===== src/verilog/stream_end_detect.sv =====
`timescale 1ns/1ps

module stream_end_detect (
    input  logic clk,
    input  logic rst,
    input  logic fir_valid,
    input  logic fft_valid,
    output logic done
);

    logic fir_prev;
    logic fft_prev;
    // input has stopped, waiting for the output to drain
    logic armed;

    logic fir_fall;
    logic fft_fall;

    assign fir_fall = fir_prev & ~fir_valid;
    assign fft_fall = fft_prev & ~fft_valid;

    always_ff @(posedge clk or posedge rst) begin
        if (rst) begin
            fir_prev <= 1'b0;
            fft_prev <= 1'b0;
            armed    <= 1'b0;
            done     <= 1'b0;
        end else begin
            fir_prev <= fir_valid;
            fft_prev <= fft_valid;
            done     <= 1'b0;
            if (fir_fall) begin
                armed <= 1'b1;
            end
            if (armed && fft_fall) begin
                done  <= 1'b1;
                armed <= 1'b0;
            end
        end
    end

endmodule


===== config.mk =====
export PLATFORM = sky130hd
export DESIGN_NAME = stream_end_detect
export DESIGN_NICKNAME = d
export VERILOG_FILES = /design/src/verilog/stream_end_detect.sv
export SDC_FILE = /design/constraint.sdc
export NUM_CORES = 1
export LEC_CHECK = 0
export ABC_AREA = 1
export BUFFER_PORTS_ARGS = -buffer_cell sky130_fd_sc_hd__clkbuf_2
export CAP_MARGIN = 20
export CELL_PAD_IN_SITES_DETAIL_PLACEMENT = 0
export CELL_PAD_IN_SITES_GLOBAL_PLACEMENT = 1
export CORE_AREA = 8 8 45 47
export DETAILED_ROUTE_END_ITERATION = 7
export DIE_AREA = 0 0 53 55
export GPL_TIMING_DRIVEN = 0
export PLACE_DENSITY = 0.4
export SYNTH_ARGS = -nofsm -noshare
export SYNTH_HDL_FRONTEND = slang
export SYNTH_SLANG_ARGS = --single-unit

===== constraint.sdc =====
create_clock -name clk -period 0.8 [get_ports clk]
set_input_delay 0.08 -clock clk [delete_from_list [all_inputs] [get_ports clk]]
set_output_delay 0.08 -clock clk [all_outputs]
set_load 0.005 [all_outputs]

==> flow_summary_export.csv <==
group,metric,value,unit
finish,area_delta_synth_final,64.9,%
finish,fin_util,0.165,
clock_tree,htree_num_levels,1,
routing,wl_per_cell,7.18,um
routing,route.detailed.drc,0,
timing,slew_headroom,0.900,
yosys,syn-cell-area,139,um2
finish,layout-drive-gt1-share,0.261,
critical_path,worstSetupPathType,"reg -> out",
floorplan,die_w,53,um
clock_tree,clk_latency,0.24,ns
min_path,hp-class,"in -> reg",
power,p_leak,0.142,nW
place,port_buffers,4,
routing,dr_wl_met3,78,um
yosys,synthCells,14,
clock_tree,cts-buffers-inserted,3,
clock_tree,cts_setup_buffers,0,
timing,worstMarginPinSlew,0.149,ns
timing,fin_skew,0.00367,ns
clock_tree,clock_path_buffers,2,
place,gp_congestion,0.599,
routing,num_vias,105,
global_routing,grt_start_max_net_pins,5,
finish,multi_input_area,16.3,um2
finish,nFillCells,154,
clock_tree,clk_pin_slew,0.04,ns
routing,drt-total-wl,280,um
timing,clock.fmax,1.29,GHz
yosys,syn_avg_cell_area,9.92,um2
place,preCtsSetupSlack,0.144,ns
yosys,synth_fp_nets,18,
timing,rsz0062_at_grt,"yes",
status,outcome,"completed",
yosys,synth_warnings,0,
critical_path,critical_path.max_fanout,1,
routing,drt-met1-wl,131,um
finish,seq_area,100,um2
finish,diodes,0,
timing,hold_slack,0.0704,ns
timing,drv_slew,0,
finish,nets,29,
routing,dr.first_iter.drc_count,0,
clock_tree,tritoncts,"yes",
floorplan,rows,14,
critical_path,cp.required,0.72,ns
yosys,synth.area.top_cells,"dfrtp_1 72%, inv_1 16%, nand2_1 8.1%",
yosys,synth_seq_cells,4,
floorplan,start_util,0.100,
yosys,yosysSeqAreaShare,0.721,
critical_path,slowest_stage,"dfrtp_1",
timing,finalHoldViolCount,0,
clock_tree,cts.sink_count,4,
timing,period_share,0.970,
floorplan,die-area,2920,um2
floorplan,core,1380,um2
routing,routed.top_layer,"met3",
critical_path,crit_buf_inv,1,
global_routing,grt_overflow_total,0,
timing,setup_ws,0.0239,ns
yosys,yosysTopAreaCellShare,0.721,
critical_path,worstPathCellList,"clkbuf_2",
floorplan,io_pins,5,
routing,wl_met2,70,um
routing,antenna_left,0,
job,drv_cap,0,
critical_path,critPathTopFamily,"flip-flops",
timing,period_needed,0.776,ns
yosys,synth_cell_types,4,
global_routing,grt_pass1_vias,113,
global_routing,grt_util_all_layers,0.0334,
yosys,synth.largest_area_cell,"dfrtp_1",
global_routing,antenna_found_initial,0,
critical_path,crit_path_end_kind,"output port",
routing,dr.pass1.iters,1,
clock_tree,cts-root-buf,"clkbuf_4",
critical_path,max_stage_delay,0.35,ns
timing,tns,0,ns
place,dp.final_hpwl,198,um
floorplan,die_h,55,um
timing,setup_viol,0,
routing,vias_per_cell,2.69,
critical_path,crit_path_start_kind,"flip-flop",
critical_path,arrival,0.70,ns
power,ir_drop,0.000729,V
power,cellPowerDensity,2340,nW/um2
global_routing,grt_pass1_wl,545,um
## placed cells by master, fill, tap and decap left out
cell type / count
nand3_1: 1
clkbuf_2: 3
nand2_1: 3
dfrtp_1: 4
inv_1: 6
clkbuf_4: 3
dlymetal6s4s_1: 1
dlygate4sd3_1: 2
## through the flow
step	area, um2	cells	total power (W)
final	229	39	0.000537
after global routing	229	39	0.000581
after CTS	231	40	0.000548
after detailed placement	179	34	0.000272
after global placement	179	34	0.000269
after floorplan	139	14	0.000254
## final timing paths
check	start	to	slack (ns)	depth (start not counted)
min in group asynchronous	rst	fir_prev	0.24	3
hold / removal	fir_valid	fir_prev	0.07	1
hold reg to reg	fft_prev	done	0.49	2
setup reg to reg	fir_prev	armed	0.14	4
setup / recovery	done	done	0.02	1
max in group asynchronous	rst	armed	0.41	3
## flip-flops by register name (all words and copies together) (netlist names)
| signal | flops |
|---|---|
| armed | 1 |
| done | 1 |
| fft_prev | 1 |
| fir_prev | 1 |
## worst reg2reg max path, stage by stage (launching register included)
cell     delay [ns]
dfrtp_1        0.36
nand2_1        0.06
nand2_1        0.04
nand2_1        0.06
inv_1          0.04
## Yosys cell counts (all sizes together)
cell type and number:
dfrtp 4, inv 6, nand2 3, nand3 1
## timing repair
action	4_1_cts	5_1_grt
hold endpoints to repair	6	0
gates resized for setup	0	1
setup endpoints to repair	0	2
hold buffers	3	0
## layout make-up
class | count | area share
Sequential cell | 4 | 0.437
Timing Repair Buffer | 6 | 0.208
Clock buffer | 3 | 0.0984
Inverter | 6 | 0.0984
Tap cell | 16 | 0.0874
Multi-Input combinational cell | 4 | 0.0710
## cells by family (layout without fill, tap and decap cells)
kind of cell | count (synthesis) | after routing | share of synthesized area
flops | 4 | 4 | 0.721
buf+inv | 6 | 15 | 0.162
simple gates | 4 | 4 | 0.117
## power breakdown
part / internal, W / switching [W]
Combinational: 0.0000260 / 0.0000230
Sequential: 0.000222 / 0.00000681
Clock: 0.000168 / 0.0000903
## per-layer routing
metal,track usage,vias up
li1,-,55
met1,0.0306,40
met2,0.0215,10
met3,0.0642,0
met4,0.0259,0
met5,0,-
(Power assumes the default switching activity.)
