`config.mk`:
```
export PLATFORM = sky130hd
export DESIGN_NAME = spectrum_output
export DESIGN_NICKNAME = d
export VERILOG_FILES = /design/src/common/fft_pkg.sv /design/src/verilog/spectrum_output.sv
export SDC_FILE = /design/constraint.sdc
export NUM_CORES = 1
export LEC_CHECK = 0
export BUFFER_PORTS_ARGS = -buffer_cell sky130_fd_sc_hd__buf_4
export CORE_AREA = 2 2 297 299
export DETAILED_ROUTE_END_ITERATION = 10
export DIE_AREA = 0 0 299 301
export PLACE_DENSITY = 0.44
export SYNTH_ARGS = -nofsm -noshare
export SYNTH_HDL_FRONTEND = slang
export SYNTH_SLANG_ARGS = --single-unit
```
`constraint.sdc`:
```
create_clock -name clk -period 8.85 [get_ports clk]
set_clock_uncertainty 0.2 [all_clocks]
set_input_delay 0.885 -clock clk [delete_from_list [all_inputs] [get_ports clk]]
set_output_delay 0.885 -clock clk [all_outputs]
set_load 0.02 [all_outputs]
```
`src/common/fft_pkg.sv`:
```
package fft_pkg;

    ////////////////////////////////////////////////////////////////////////////
    // transform size
    ////////////////////////////////////////////////////////////////////////////

    localparam int N_POINTS = 16;
    localparam int N_STAGES = 4;
    localparam int N_BFLY   = 8;

    ////////////////////////////////////////////////////////////////////////////
    // fixed-point formats
    ////////////////////////////////////////////////////////////////////////////

    localparam int SAMPLE_W = 16;
    localparam int ACC_W    = 32;
    // twiddles are Q16
    localparam int FRAC_W   = 16;
    // sample sits at bits 23:8 of the internal word
    localparam int IN_SHIFT = 8;

    typedef logic signed [SAMPLE_W-1:0] sample_t;
    typedef logic signed [ACC_W-1:0]    acc_t;

    typedef logic [3:0] idx_t;
    typedef logic [2:0] tw_idx_t;

    typedef struct packed {
        acc_t re;
        acc_t im;
    } cplx_t;

    // one frame of real samples, indexed by sample position
    typedef acc_t [N_POINTS-1:0] frame_t;

    // bins in natural order
    typedef struct packed {
        sample_t [N_POINTS-1:0] re;
        sample_t [N_POINTS-1:0] im;
    } spectrum_t;

endpackage
```
`src/verilog/spectrum_output.sv`:
```
`timescale 1ns/1ps

module spectrum_output (
    input  logic                                   clk,
    input  logic                                   rst,
    input  fft_pkg::spectrum_t                     spectrum,
    input  logic                                   fft_done,
    output logic                                   fft_valid,
    output fft_pkg::sample_t [fft_pkg::N_POINTS-1:0] fft_d
);

    logic done_d1;
    logic done_d2;
    // 0 = real half next
    logic phase;
    logic send;

    assign send = fft_done | done_d1;

    always_ff @(posedge clk or posedge rst) begin
        if (rst) begin
            done_d1 <= 1'b0;
            done_d2 <= 1'b0;
            phase   <= 1'b0;
        end else begin
            done_d1 <= fft_done;
            done_d2 <= done_d1;
            if (send) begin
                phase <= ~phase;
            end
        end
    end

    ////////////////////////////////////////////////////////////////////////////
    // output word, real half then imag half
    ////////////////////////////////////////////////////////////////////////////

    always_ff @(posedge clk) begin
        if (send) begin
            fft_d <= phase ? spectrum.im : spectrum.re;
        end
    end

    assign fft_valid = done_d1 | done_d2;

    a_valid_pair: assert property (@(posedge clk) disable iff (rst)
        $rose(fft_valid) |=> fft_valid ##1 !fft_valid);

endmodule

```
==> results of run 1 <==
[sequential cells by signal, indices dropped and copies added (netlist names)]
register  flops
done_d1       1
done_d2       1
fft_d       256
phase         1
[worst paths after layout]
path	cells after the start	slack, ns	end
setup / recovery	4	6.10	fft_d[88]
hold / removal	2	0.07	phase
setup reg to reg	3	6.16	fft_d[88]
hold reg to reg	0	0.21	done_d2
max in group asynchronous	2	8.16	phase
min in group clk	0	0.21	done_d2
[cell type report]
class	instances	area (µm²)
clock buffer	43	968
clock inverter	18	135
fill	9162	66500
inverter	1	3.75
multi-input combinational	259	3770
sequential	259	7770
tap	1155	1450
timing repair buffer	776	5860
[per-layer routing]
layer | track usage | share of wire
met4 | 0.0354 | 0.034
met5 | 0 | 0.00031
met2 | 0.162 | 0.54
met3 | 0.0346 | 0.096
met1 | 0.0823 | 0.33
[cell usage after synthesis]
cell type	count	area, µm²
mux2_4	230	3450
buf_8	12	180
xor2_1	1	8.76
buf_2	2	10.0
inv_1	1	3.75
or2_2	2	12.5
edfxtp_1	256	7690
buf_6	15	169
dfrtp_1	3	75.1
mux2_2	26	293
[critical path, stage by stage]
cell	delay [ns]
buf_4	0.09
or2_4	0.38
buf_4	0.58
buf_4	0.66
[per-stage QoR]
step / cell area (µm²) / worst slack (ns) / util / total power (µW)
2_1_floorplan: 11900 / 4.14 / - / 3440
3_3_place_gp: 18800 / 5.57 / 0.218 / 4210
3_5_place_dp: 18800 / 5.49 / 0.218 / 4220
4_1_cts: 20000 / 6.10 / 0.231 / 5640
5_1_grt: 20000 / 5.99 / 0.231 / 5790
6_report: 20000 / 6.10 / 0.231 / 5540
[cells by family after synthesis]
logic type / after synthesis
muxes: 256
xor gates and xnor gates: 1
and+or+nand+nor: 2
DFF: 259
buffers and inverters: 30
[power groups by stage]
stage	Combinational (µW)	Sequential [µW]	Clock [µW]
after CTS	2260	1950	1430
final	2240	1930	1370
after detailed placement	2260	1970	0
after floorplan	1130	2310	0
after global placement	2250	1960	0
after global routing	2340	1970	1480
[cells in the final DEF (no fill, tap or decap)]
cell type     n
xor2_1        1
mux2_2       26
clkbuf_16    37
clkbuf_1      4
clkinv_1      8
inv_1         1
dfrtp_1       2
clkinv_2      6
or2_4         1
dfrtp_4       1
buf_4       773
buf_12        3
or2_2         1
edfxtp_1    256
clkinvlp_4    2
clkbuf_8      2
mux2_4      230
bufinv_16     2
==> out/results.txt, run 1 <==
Tightest Hold Check Type: input pin to async pin
slew margin rel.: 0.183
# diodes: 0
post-CTS sizing: 0
post-synthesis mux area share: 0.315
min cycle time layout: 2.75 ns
largest net degree at the start of global routing: 133
Starting Density: 0.138
initial antenna violation count: 3
sequential-to-total area share from yosys stat: 0.653
final slew viol count: 0
syn_area_per_cell: 21.7 µm²
H-tree depth: 2
Worst Setup SP: fft_done
Congestion Overflow GR: 0
GRT Util Overall: 0.0861
num ports: 772
DRC: 0
NetSw: 1700 µW
Initial DRT Pass Iterations: 4
LEAKAGE: 0.00893 µW
crit path DAT: 2.71 ns
Internal: 3830 µW
Post-CTS Setup Inserts: 0
final setup TNS: 0 ns
# setup viols final: 0
Yosys reg bits: 259
Hold-fix buffers, CTS: 0
clk slew on worst S/H paths: 0.06 ns
clock power share: 0.247
first-pass GRT wire length: 56900 µm
CP Max Fanout: 56
hpwl dp: 33200 µm
largest family of logic cells by synthesized area: multiplexers
post-synthesis adder-cell area fraction: 0
Cell Area, Synth: 0.0119 mm²
Layout area overhead: 67.8%
Gate power share: 0.404
DR vias: 8013
Rows: 108
die area: 0.0900 mm²
dpl cells: 2450
core area: 0.0865 mm²
Syn Inst Count: 548
simple-gate area share of the yosys netlist: 0.00105
Hold Fails Final Rpt: 0
root buf cell: clkbuf_16
Post-Synth XOR/XNOR Area: 0.000736
CP Capture Type: register
Startpoint Class: input pin
RSZ-0062 raised after global routing: false
Num CTS Buffers: 34
Worst Tran Pin Value: 1.23 ns
synth warn: 0
Worst EP required: 8.81 ns
max-cap violations: 0
DR vias/cell: 3.19
Max rail drop VDD: 0.209 mV
vias in the first global route: 8676
Worst Hold Slack: 0.0721 ns
post-route ant nets: 0
highest clock rate: 364 MHz
total wire length: 41900 µm
Sequential Power Share: 0.349
PD cells: 278 mW/mm²
wire length per cell: 16.7 µm
gp weighted congestion: 0.891
Clock Latency Late Sink: 0.53 ns
r2r startpoint: done_d1
chip width: 299 µm
fin crit share: 0.311
Max Root-Sink Buffers: 3
CTS tree: built
Final Non-Filler Cells: 2511
Layout Nets: 1846
Synth Area in Compound Gates: 0
die height: 301 µm
clk sinks: 259
Net Count, Synth: 1063
status: completed
CP Class: input pin to register
initial drt markers: 347
Yosys cell types: 10
PortBufs: 771
share of cells above drive strength 1: 0.799
switch share: 0.308
Note: power is estimated with default switching activity, not from simulation.
==> run 2, diff against run 1 <==
--- a/config.mk
+++ b/config.mk
@@ -6,9 +6,9 @@
 export NUM_CORES = 1
 export LEC_CHECK = 0
 export BUFFER_PORTS_ARGS = -buffer_cell sky130_fd_sc_hd__buf_4
-export CORE_AREA = 2 2 297 299
+export CORE_AREA = 2 2 301 303
 export DETAILED_ROUTE_END_ITERATION = 10
-export DIE_AREA = 0 0 299 301
+export DIE_AREA = 0 0 303 305
 export PLACE_DENSITY = 0.44
 export SYNTH_ARGS = -nofsm -noshare
 export SYNTH_HDL_FRONTEND = slang
==> constraint.sdc (replaced) <==
create_clock -name clk -period 2.31 [get_ports clk]
set_clock_uncertainty 0.2 [all_clocks]
set_input_delay 0.231 -clock clk [delete_from_list [all_inputs] [get_ports clk]]
set_output_delay 0.231 -clock clk [all_outputs]
set_load 0.02 [all_outputs]
==> out/results.txt, run 2 <==
status: did not finish
Yosys cell types: 10 (unchanged)
Net Count, Synth: 1063 (unchanged)
syn_area_per_cell: 21.7 µm² (unchanged)
Yosys top cell area share: 0.646 (unchanged)
root buf cell: clkbuf_16
Area contributors post-synth: edfxtp_1 65%, mux2_4 29%, mux2_2 2.5%, buf_8 1.5%, buf_6 1.4%
chip width: 303 µm (+1.3%)
synth cell count leaders: 256 x edfxtp_1, 230 x mux2_4, 26 x mux2_2, 15 x buf_6, 12 x buf_8
gp weighted congestion: 0.807 (-9.4%)
Max Root-Sink Buffers: 3 (unchanged)
H-tree depth: 2 (unchanged)
Rows: 110 (+1.9%)
top cell type by total area after synthesis: edfxtp_1
Post-CTS Setup Inserts: 0 (unchanged)
Starting Density: 0.133 (-0.00437)
Hold-fix buffers, CTS: 514 (+514)
number of synthesized flops with an enable pin: 256 (unchanged)
clk sinks: 259 (unchanged)
Yosys reg bits: 259 (unchanged)
synth warn: 0 (unchanged)
asr flop ratio synth: 0.0116 (unchanged)
Num CTS Buffers: 35 (+2.9%)
Cell Area, Synth: 0.0119 mm² (unchanged)
num ports: 772 (unchanged)
PortBufs: 771 (unchanged)
hpwl dp: 35900 µm (+8.1%)
dpl cells: 2508 (+2.4%)
count leader, synth: edfxtp_1
die height: 305 µm (+1.3%)
Error: [ERROR RSZ-0060] Max buffer count reached.
Syn Inst Count: 548 (unchanged)
Main synth FF type: edfxtp_1
sequential-to-total area share from yosys stat: 0.653 (unchanged)
post-CTS sizing: 0 (unchanged)
Fail Step: clock tree synthesis (4_1_cts)
run 2: cell counts after synthesis:
No cell type changed its count.
run 2: kinds of logic after synthesis:
family | after synthesis | synth area share
flops | 259 | 0.653
mux | 256 | 0.315
xor+xnor | 1 | 0.000737
buf+inv | 30 | 0.0305
simple gates | 2 | 0.00105
run 2: metrics by stage:
stage	utilization	setup slack (ns)	instance area [µm²]	hold WS, ns
detailed placement	0.216	0.505	19300	-0.0357
global placement	0.216	0.524	19300	-0.0366
floorplan	-	-0.541	11900	-0.215
==> run 3, diff against run 2 <==
--- a/config.mk
+++ b/config.mk
@@ -6,10 +6,10 @@
 export NUM_CORES = 1
 export LEC_CHECK = 0
 export BUFFER_PORTS_ARGS = -buffer_cell sky130_fd_sc_hd__buf_4
-export CORE_AREA = 2 2 301 303
+export CORE_AREA = 2 2 305 307
 export DETAILED_ROUTE_END_ITERATION = 10
-export DIE_AREA = 0 0 303 305
-export PLACE_DENSITY = 0.44
+export DIE_AREA = 0 0 307 309
+export PLACE_DENSITY_LB_ADDON = 0.15
 export SYNTH_ARGS = -nofsm -noshare
 export SYNTH_HDL_FRONTEND = slang
 export SYNTH_SLANG_ARGS = --single-unit
==> constraint.sdc (replaced) <==
create_clock -name clk -period 3 [get_ports clk]
set_clock_uncertainty 0.2 [all_clocks]
set_input_delay 0.3 -clock clk [delete_from_list [all_inputs] [get_ports clk]]
set_output_delay 0.3 -clock clk [all_outputs]
set_load 0.02 [all_outputs]
==> out/results.txt, run 3 <==
Rows: 111 (+0.91%)
Synth Area in Compound Gates: 0 (unchanged)
post-synthesis mux area share: 0.315 (unchanged)
Yosys top cell area share: 0.646 (unchanged)
Area contributors post-synth: edfxtp_1 65%, mux2_4 29%, mux2_2 2.5%, buf_8 1.5%, buf_6 1.4%
clk sinks: 259 (unchanged)
Starting Density: 0.130 (-0.00300)
chip width: 307 µm (+1.3%)
post-CTS sizing: 0 (unchanged)
Error: [ERROR RSZ-0060] Max buffer count reached.
Syn Inst Count: 548 (unchanged)
Yosys cell types: 10 (unchanged)
status: did not finish
Net Count, Synth: 1063 (unchanged)
root buf cell: clkbuf_16
Yosys reg bits: 259 (unchanged)
Num CTS Buffers: 37 (+5.7%)
die height: 309 µm (+1.3%)
num ports: 772 (unchanged)
H-tree depth: 2 (unchanged)
count leader, synth: edfxtp_1
gp weighted congestion: 0.703 (-13%)
asr flop ratio synth: 0.0116 (unchanged)
Hold-fix buffers, CTS: 515 (+0.19%)
hpwl dp: 36400 µm (+1.4%)
largest family of logic cells by synthesized area: multiplexers
post-synthesis adder-cell area fraction: 0 (unchanged)
synth cell count leaders: 256 x edfxtp_1, 230 x mux2_4, 26 x mux2_2, 15 x buf_6, 12 x buf_8
number of synthesized flops with an enable pin: 256 (unchanged)
PortBufs: 771 (unchanged)
synth warn: 0 (unchanged)
top cell type by total area after synthesis: edfxtp_1
sequential-to-total area share from yosys stat: 0.653 (unchanged)
Post-CTS Setup Inserts: 0 (unchanged)
Fail Step: clock tree synthesis (4_1_cts)
Post-Synth XOR/XNOR Area: 0.000736 (unchanged)
Max Root-Sink Buffers: 3 (unchanged)
Main synth FF type: edfxtp_1
Cell Area, Synth: 0.0119 mm² (unchanged)
syn_area_per_cell: 21.7 µm² (unchanged)
simple-gate area share of the yosys netlist: 0.00105 (unchanged)
[run 3: cell counts after synthesis]
Identical to the previous run, type by type.
[run 3: logic make-up after synthesis]
| kind of cell | count (synthesis) |
|---|---|
| flip-flops | 259 |
| AND/OR/NAND/NOR | 2 |
| XOR/XNOR | 1 |
| multiplexers | 256 |
| buffers and inverters | 30 |
[run 3: metrics by stage]
stage	instance area, µm²	instances	util	worst slack (ns)
2_1_floorplan	11900	548	-	0.149
3_3_place_gp	19200	2504	0.210	0.929
3_5_place_dp	19200	2504	0.210	0.927
