===== config.mk =====
export PLATFORM = sky130hd
export DESIGN_NAME = sample_deserializer
export DESIGN_NICKNAME = d
export VERILOG_FILES = /design/src/common/fft_pkg.sv /design/src/verilog/sample_deserializer.sv
export SDC_FILE = /design/constraint.sdc
export NUM_CORES = 1
export LEC_CHECK = 0
export BUFFER_PORTS_ARGS = -buffer_cell sky130_fd_sc_hd__buf_2
export CAP_MARGIN = 5
export CELL_PAD_IN_SITES_DETAIL_PLACEMENT = 1
export CELL_PAD_IN_SITES_GLOBAL_PLACEMENT = 1
export CORE_AREA = 8 8 203 205
export DETAILED_ROUTE_END_ITERATION = 7
export DIE_AREA = 0 0 211 213
export PLACE_DENSITY = 0.66
export REMOVE_ABC_BUFFERS = 1
export SLEW_MARGIN = 0
export SYNTH_ARGS = -nofsm -noshare
export SYNTH_HDL_FRONTEND = slang
export SYNTH_SLANG_ARGS = --single-unit

===== constraint.sdc =====
create_clock -name clk -period 1.6 [get_ports clk]
set_input_delay 0 -clock clk [delete_from_list [all_inputs] [get_ports clk]]
set_output_delay 0 -clock clk [all_outputs]
set_load 0.01 [all_outputs]

===== src/common/fft_pkg.sv =====
package fft_pkg;

    ////////////////////////////////////////////////////////////////////////////
    // transform size
    ////////////////////////////////////////////////////////////////////////////

    localparam int N_POINTS = 16;
    localparam int N_STAGES = 4;
    localparam int N_BFLY   = 8;

    ////////////////////////////////////////////////////////////////////////////
    // fixed-point formats
    ////////////////////////////////////////////////////////////////////////////

    localparam int SAMPLE_W = 16;
    localparam int ACC_W    = 32;
    // twiddles are Q16
    localparam int FRAC_W   = 16;
    // sample sits at bits 23:8 of the internal word
    localparam int IN_SHIFT = 8;

    typedef logic signed [SAMPLE_W-1:0] sample_t;
    typedef logic signed [ACC_W-1:0]    acc_t;

    typedef logic [3:0] idx_t;
    typedef logic [2:0] tw_idx_t;

    typedef struct packed {
        acc_t re;
        acc_t im;
    } cplx_t;

    // one frame of real samples, indexed by sample position
    typedef acc_t [N_POINTS-1:0] frame_t;

    // bins in natural order
    typedef struct packed {
        sample_t [N_POINTS-1:0] re;
        sample_t [N_POINTS-1:0] im;
    } spectrum_t;

endpackage

===== src/verilog/sample_deserializer.sv =====
`timescale 1ns/1ps

module sample_deserializer (
    input  logic             clk,
    input  logic             rst,
    input  fft_pkg::sample_t fir_d,
    input  logic             fir_valid,
    output fft_pkg::frame_t  frame,
    output logic             frame_ready
);

    // next write position, wraps after the last point
    fft_pkg::idx_t pos;

    logic last_pos;

    assign last_pos = (pos == fft_pkg::idx_t'(fft_pkg::N_POINTS - 1));

    ////////////////////////////////////////////////////////////////////////////
    // position counter and ready strobe
    ////////////////////////////////////////////////////////////////////////////

    always_ff @(posedge clk or posedge rst) begin
        if (rst) begin
            pos         <= '0;
            frame_ready <= 1'b0;
        end else begin
            frame_ready <= fir_valid && last_pos;
            if (fir_valid) begin
                pos <= pos + 1'b1;
            end
        end
    end

    ////////////////////////////////////////////////////////////////////////////
    // sample store
    ////////////////////////////////////////////////////////////////////////////

    // sign extend, then move up into the internal word
    always_ff @(posedge clk) begin
        if (fir_valid) begin
            frame[pos] <= fft_pkg::acc_t'(fir_d) <<< fft_pkg::IN_SHIFT;
        end
    end

endmodule


==> impl_metrics.json, run 1 <==
{
  "power_leakage_nw": 5.18,
  "synthToLayoutAreaGrowth_pct": 26.5,
  "gp_congestion": 0.805,
  "antenna_found_initial": 0,
  "root_buffer": "clkbuf_16",
  "setup_viol": 0,
  "synth_area_mm2": 0.00999,
  "route.antenna.remaining_nets": 0,
  "cts_made_buffers": 26,
  "hold_start": "fir_valid",
  "synthArstFlopShare": 0.0192,
  "clock_path_buffers": 3,
  "fin_crit_ps": 1480,
  "drv_slew": 0,
  "synthCells": 553,
  "vias_per_cell": 3.70,
  "cts_tree": "built",
  "grt_max_degree": 17,
  "path_class": "reg -> reg",
  "drive_gt1_frac": 0.515,
  "critPathCaptureType": "flip-flop",
  "io_buffers": 403,
  "crit_arrival_ps": 1700,
  "ys_types": 16,
  "synth_edf_count": 256,
  "peakVddDrop_uv": 646,
  "fillers": 4086,
  "ys_warn_count": 0,
  "met2_usage": 0.246,
  "die-width_um": 211,
  "cp_max_fo": 12,
  "worst_setup_path_start_kind": "flip-flop",
  "seq_area_mm2": 0.00781,
  "yosys_register_bits": 261,
  "num_rows": 72,
  "antenna_cells": 0,
  "cts.sinks": 261,
  "final_nets": 920,
  "wirelength_um": 35200,
  "worstHoldPathType": "in -> reg",
  "grt_setup_unrepaired": "no",
  "die_h_um": 213,
  "seq_area_frac_synth": 0.782,
  "grt.busiest_layer": "met2",
  "insertion_delay_ps": 520,
  "htreeDepth": 1,
  "first_iter_violations": 239,
  "final.setup.tns_ps": 0,
  "grt_pass1_wl_um": 46400,
  "postCtsSetupRepairBufs": 0,
  "wl_per_cell_um": 24.6,
  "status": "completed",
  "vias": 5301,
  "grtUsageMet3": 0.0376,
  "fmax_mhz": 674,
  "drv_cap": 0,
  "avgSynthCellArea_um2": 18.1,
  "fin_crit_sh": 0.927,
  "use_met1": 0.184,
  "path_clk_slew_ps": 60,
  "power_density_mw_per_mm2": 1370,
  "hold_violations": 0,
  "initial_core_util": 0.262,
  "multi_input_area_um2": 727,
  "coreArea_mm2": 0.0381,
  "drc": 0,
  "dp_hpwl_um": 26700,
  "die_area_mm2": 0.0449,
  "overflow": 0,
  "grt_pass1_vias": 5641,
  "cp-startpoint": "pos[0]",
  "crit_required_ps": 1820,
  "utilization": 0.332,
  "drt_pass1_iterations": 4,
  "synth_ff_type": "edfxtp_1",
  "skew_ps": 14.0,
  "r2r-start": "pos[0]",
  "ios": 532,
  "grt_usage": 0.145
}
[layer usage]
layer / vias to the layer above / share of wire
li1: 2259 / -
met1: 2686 / 0.40
met2: 318 / 0.50
met3: 38 / 0.082
met4: 0 / 0.016
met5: - / 0
[worst paths after layout]
kind                                     to  slack [ps]  cells after the start
worst max-delay path             frame[334]         120                      4
worst min-delay path                 pos[0]         360                      3
worst max register to register   frame[334]         120                      4
worst min register to register       pos[0]         570                      1
max in group asynchronous       frame_ready         890                      4
min in group asynchronous            pos[0]         520                      4
[flip-flops by register name (all words and copies together), names as in the netlist]
| name | flops |
|---|---|
| frame | 256 |
| pos | 4 |
| frame_ready | 1 |
[logic make-up (layout without fill, tap and decap cells)]
family	Yosys count	after routing	share of synthesized area
DFF	261	261	0.782
buffers and inverters	260	496	0.195
and+or+nand+nor	23	23	0.0150
adders and majority gates	4	4	0.00501
xor gates and xnor gates	3	3	0.00263
other	1	128	0.000375
AOI/OAI and AO/OA	1	1	0.000500
[synthesized netlist by cell type (2+ instances only)]
library cell | number | area share
buf_4 | 256 | 0.19
edfxtp_1 | 256 | 0.77
and2_1 | 16 | 0.010
dfrtp_1 | 5 | 0.013
ha_1 | 4 | 0.0050
inv_1 | 3 | 0.0011
and3b_1 | 2 | 0.0018
nand2_1 | 2 | 0.00075
xnor2_1 | 2 | 0.0018
[power by group]
part	internal [mW]	total, mW	switching [mW]
sequential	8.23	8.63	0.396
clock	3.72	6.23	2.50
combinational	0.836	2.41	1.57
total	12.8	17.3	4.47
[critical path, cell delays in order, from the launching register on]
cell and delay [ps]:
dfrtp_1 440, inv_1 120, ha_1 200, and2_1 220
buf_12 190
[area by class of cell]
| class | instances | share of cell area |
|---|---|---|
| clock buffers | 33 | 0.0552 |
| clock inverters | 14 | 0.0137 |
| inverters | 3 | 0.000891 |
| multi-input cells | 159 | 0.0575 |
| flip-flops and latches | 261 | 0.618 |
| well taps | 518 | 0.0513 |
| repair buffers | 446 | 0.204 |
[repair_timing]
item,in CTS,in global routing
endpoints found under the setup margin,0,9
hold endpoints to repair,265,0
gates resized for setup,0,1
hold buffers,19,0
[metrics by stage]
stage               instance area (um^2)  cells  setup slack [ps]  total power [mW]  hold slack [ps]
detailed placement                 11600   1368               101              11.2            -50.6
global route                       12600   1434              25.2              17.9              386
floorplan                           8540    423               116              9.52             -221
global placement                   11600   1368               157              11.1            -38.5
finish                             12600   1434               117              17.3              362
CTS                                12600   1434              76.9              17.5              347
[cells in the final DEF, fill, tap and decap left out]
master         instances
buf_2                403
edfxtp_1             256
conb_1               128
clkbuf_16             27
dlygate4sd3_1         19
buf_12                15
and2_1                 9
buf_4                  9
and2_2                 7
clkbuf_1               6
dfrtp_1                5
ha_1                   4
bufinv_16              4
clkinv_1               4
inv_1                  3
clkinvlp_4             3
clkinv_2               3
nand2_1                2
xnor2_1                2
and3b_1                2
xor2_1                 1
o21ai_0                1
and3_1                 1
nor3b_4                1
nand4_1                1
(Power assumes the default switching activity.)
==> inputs of run 2 (changes only) <==
- ABC_AREA: not set -> 1
- CORE_AREA: 8 8 203 205 -> 8 8 202 204
- DIE_AREA: 0 0 211 213 -> 0 0 210 212
- PLACE_DENSITY: 0.66 -> 0.67
==> run 2 against run 1 <==
Clock power grew 12%. Via count shrank 1.3%. Clock-buffer cell count shrank 2. Cell count grew 1.0%. Die area shrank 0.94%. Core utilization grew 0.50 points. Worst hold slack gained 64 ps. Largest cell class unchanged.
==> impl_metrics.json, run 2 <==
{
  "status": "completed",
  "utilization": 0.337,
  "fmax_mhz": 662,
  "synthArstFlopShare": 0.0192,
  "final_cell_mix": "403 x buf_2, 256 x edfxtp_1, 128 x conb_1",
  "power_leakage_nw": 5.20,
  "setup_viol": 0,
  "fin_crit_ps": 1510,
  "crit_arrival_ps": 1760,
  "r2r_slack_ps": 90,
  "htreeDepth": 1,
  "synth_common_cells": "256 x buf_4, 256 x edfxtp_1, 19 x nor2_1, 9 x nand2_1",
  "internal_power_mw": 13.3,
  "critPathTopFamily": "flip-flops",
  "clock_path_buffers": 3,
  "layout_commonest_cell": "buf_2",
  "synth_area_mm2": 0.00996,
  "num_rows": 72,
  "die-width_um": 210,
  "drv_slew": 0,
  "route.antenna.remaining_nets": 0,
  "dr_wl_met2_um": 17100,
  "drt_pass1_iterations": 4,
  "ys_top_cells_by_area": "edfxtp_1 77%, buf_4 19%, dfrtp_1 1.3%",
  "seq_area_frac_synth": 0.784,
  "io_buffers": 403,
  "combPwrFrac": 0.138,
  "totalPowerFinal_mw": 18.0,
  "drive_gt1_frac": 0.527,
  "coreArea_mm2": 0.0379,
  "root_buffer": "clkbuf_16",
  "drc": 0,
  "power_density_mw_per_mm2": 1410,
  "whs_path_depth": 3,
  "path_clk_slew_ps": 60,
  "path_cells": "inv_2 > ha_1 > nand2_2 > nor2_4 > buf_4",
  "path_class": "reg -> reg",
  "grt_max_degree": 17,
  "met3_length_um": 2520,
  "fillers": 4071,
  "peakVddDrop_uv": 705,
  "largest_register_ffs": 256,
  "grt_usage": 0.134,
  "ys_types": 13,
  "drv_cap": 0,
  "pwr-share-seq": 0.473,
  "swShare": 0.260,
  "grt_pass1_wl_um": 43300,
  "antenna_found_initial": 3,
  "ios": 532,
  "rr_endpoint": "frame[62]",
  "cts_made_buffers": 29,
  "r2r-start": "pos[1]",
  "first_iter_violations": 271,
  "critPathSlowestCell": "dfrtp_1",
  "worstHoldPathType": "in -> reg",
  "overflow": 0,
  "gp_congestion": 0.729,
  "final.setup.tns_ps": 0,
  "hold_start": "fir_valid",
  "worst_setup_path_start_kind": "flip-flop",
  "synthToLayoutAreaGrowth_pct": 28.2,
  "power_switching_mw": 4.67,
  "largest-register": "frame",
  "seq_area_mm2": 0.00781,
  "grt_setup_unrepaired": "yes",
  "cp_max_fo": 5,
  "cts.sinks": 261,
  "initial_core_util": 0.263,
  "r2r_cells": 5,
  "fin_area_mm2": 0.0128,
  "dr.max_layer_used": "met4",
  "cts_tree": "built",
  "dp_hpwl_um": 23300,
  "max_stage_delay_ps": 430,
  "path_buf_inv": 2,
  "post-place-ws_ps": -94.9,
  "final_cell_count_no_fill": 1449,
  "insertion_delay_ps": 530,
  "die_h_um": 212,
  "pwr-share-clk": 0.389,
  "setup_slack_ps": 88.7,
  "largestRegisters": "frame: 256 flops, pos: 4 flops, frame_ready: 1 flops",
  "synthCells": 562,
  "wl_met1_um": 12300,
  "vias": 5232,
  "critPathCaptureType": "flip-flop",
  "crit_required_ps": 1850,
  "whs_endpoint": "pos[0]",
  "fin_crit_sh": 0.945,
  "whs_ps": 426,
  "synth_ff_type": "edfxtp_1",
  "avgSynthCellArea_um2": 17.7,
  "multi_input_area_um2": 736,
  "synth_edf_count": 256,
  "wl_per_cell_um": 22.4,
  "ys_warn_count": 0,
  "final_nets": 929,
  "grt_pass1_vias": 5692,
  "wirelength_um": 32400,
  "vias_per_cell": 3.61,
  "yosys_register_bits": 261,
  "place_area_mm2": 0.0116,
  "synth_top_area_frac": 0.772,
  "hold_violations": 0,
  "synth_top_area_cell": "edfxtp_1",
  "skew_ps": 7.20,
  "die_area_mm2": 0.0445,
  "post-place-cells": 1374
}
-- run 2: cells by family after synthesis --
logic type | Yosys count | share of synthesized area
other cells | 1 | 0.000376
flops | 261 | 0.784
compound gates | 1 | 0.000502
buf+inv | 262 | 0.196
xor+xnor | 2 | 0.00176
simple gates | 31 | 0.0123
fa+ha+maj | 4 | 0.00502
-- run 2: power by group through the flow --
stage          Combinational, mW  Clock, mW  Sequential, mW
3_5_place_dp                2.48          0            8.64
5_1_grt                     2.68       7.43            8.55
6_report                    2.48       6.98            8.49
2_1_floorplan              0.572          0            8.93
3_3_place_gp                2.39          0            8.63
4_1_cts                     2.54       7.21            8.51
-- run 2: how the worst max path moves through the flow --
stage,cells past startpoint,start,to
2_1_floorplan,4,pos[0],frame[456]
3_3_place_gp,5,pos[1],frame[42]
3_5_place_dp,5,pos[1],frame[44]
4_1_cts,5,pos[1],frame[406]
5_1_grt,5,pos[1],frame[41]
6_report,5,pos[1],frame[62]
-- run 2: timing repair --
| action | CTS | global route |
|---|---|---|
| setup endpoints to repair | 16 | 81 |
| gates resized for setup | 2 | 3 |
| pin swaps | 1 | 4 |
| hold buffers | 19 | 0 |
| hold endpoints to repair | 265 | 0 |
| setup buffers | 0 | 0 |
-- run 2: routing by layer --
layer	track usage	up-vias
met3	0.0364	31
met4	0.0292	0
met1	0.157	2649
met2	0.242	262
met5	0	-
li1	-	2290
-- run 2: area by class of cell --
type                       instances  share of cell area
antenna                            3            0.000588
tap                              518              0.0507
timing repair buffer             443               0.199
sequential                       261               0.611
inverter                           5             0.00147
multi-input combinational        166              0.0576
clock buffer                      31              0.0574
clock inverter                    22              0.0216
-- run 2: worst min-delay path: cells and delay by family --
family / cells / cell delay, ps
xor+xnor: 1 / 90
buf+inv: 2 / 820
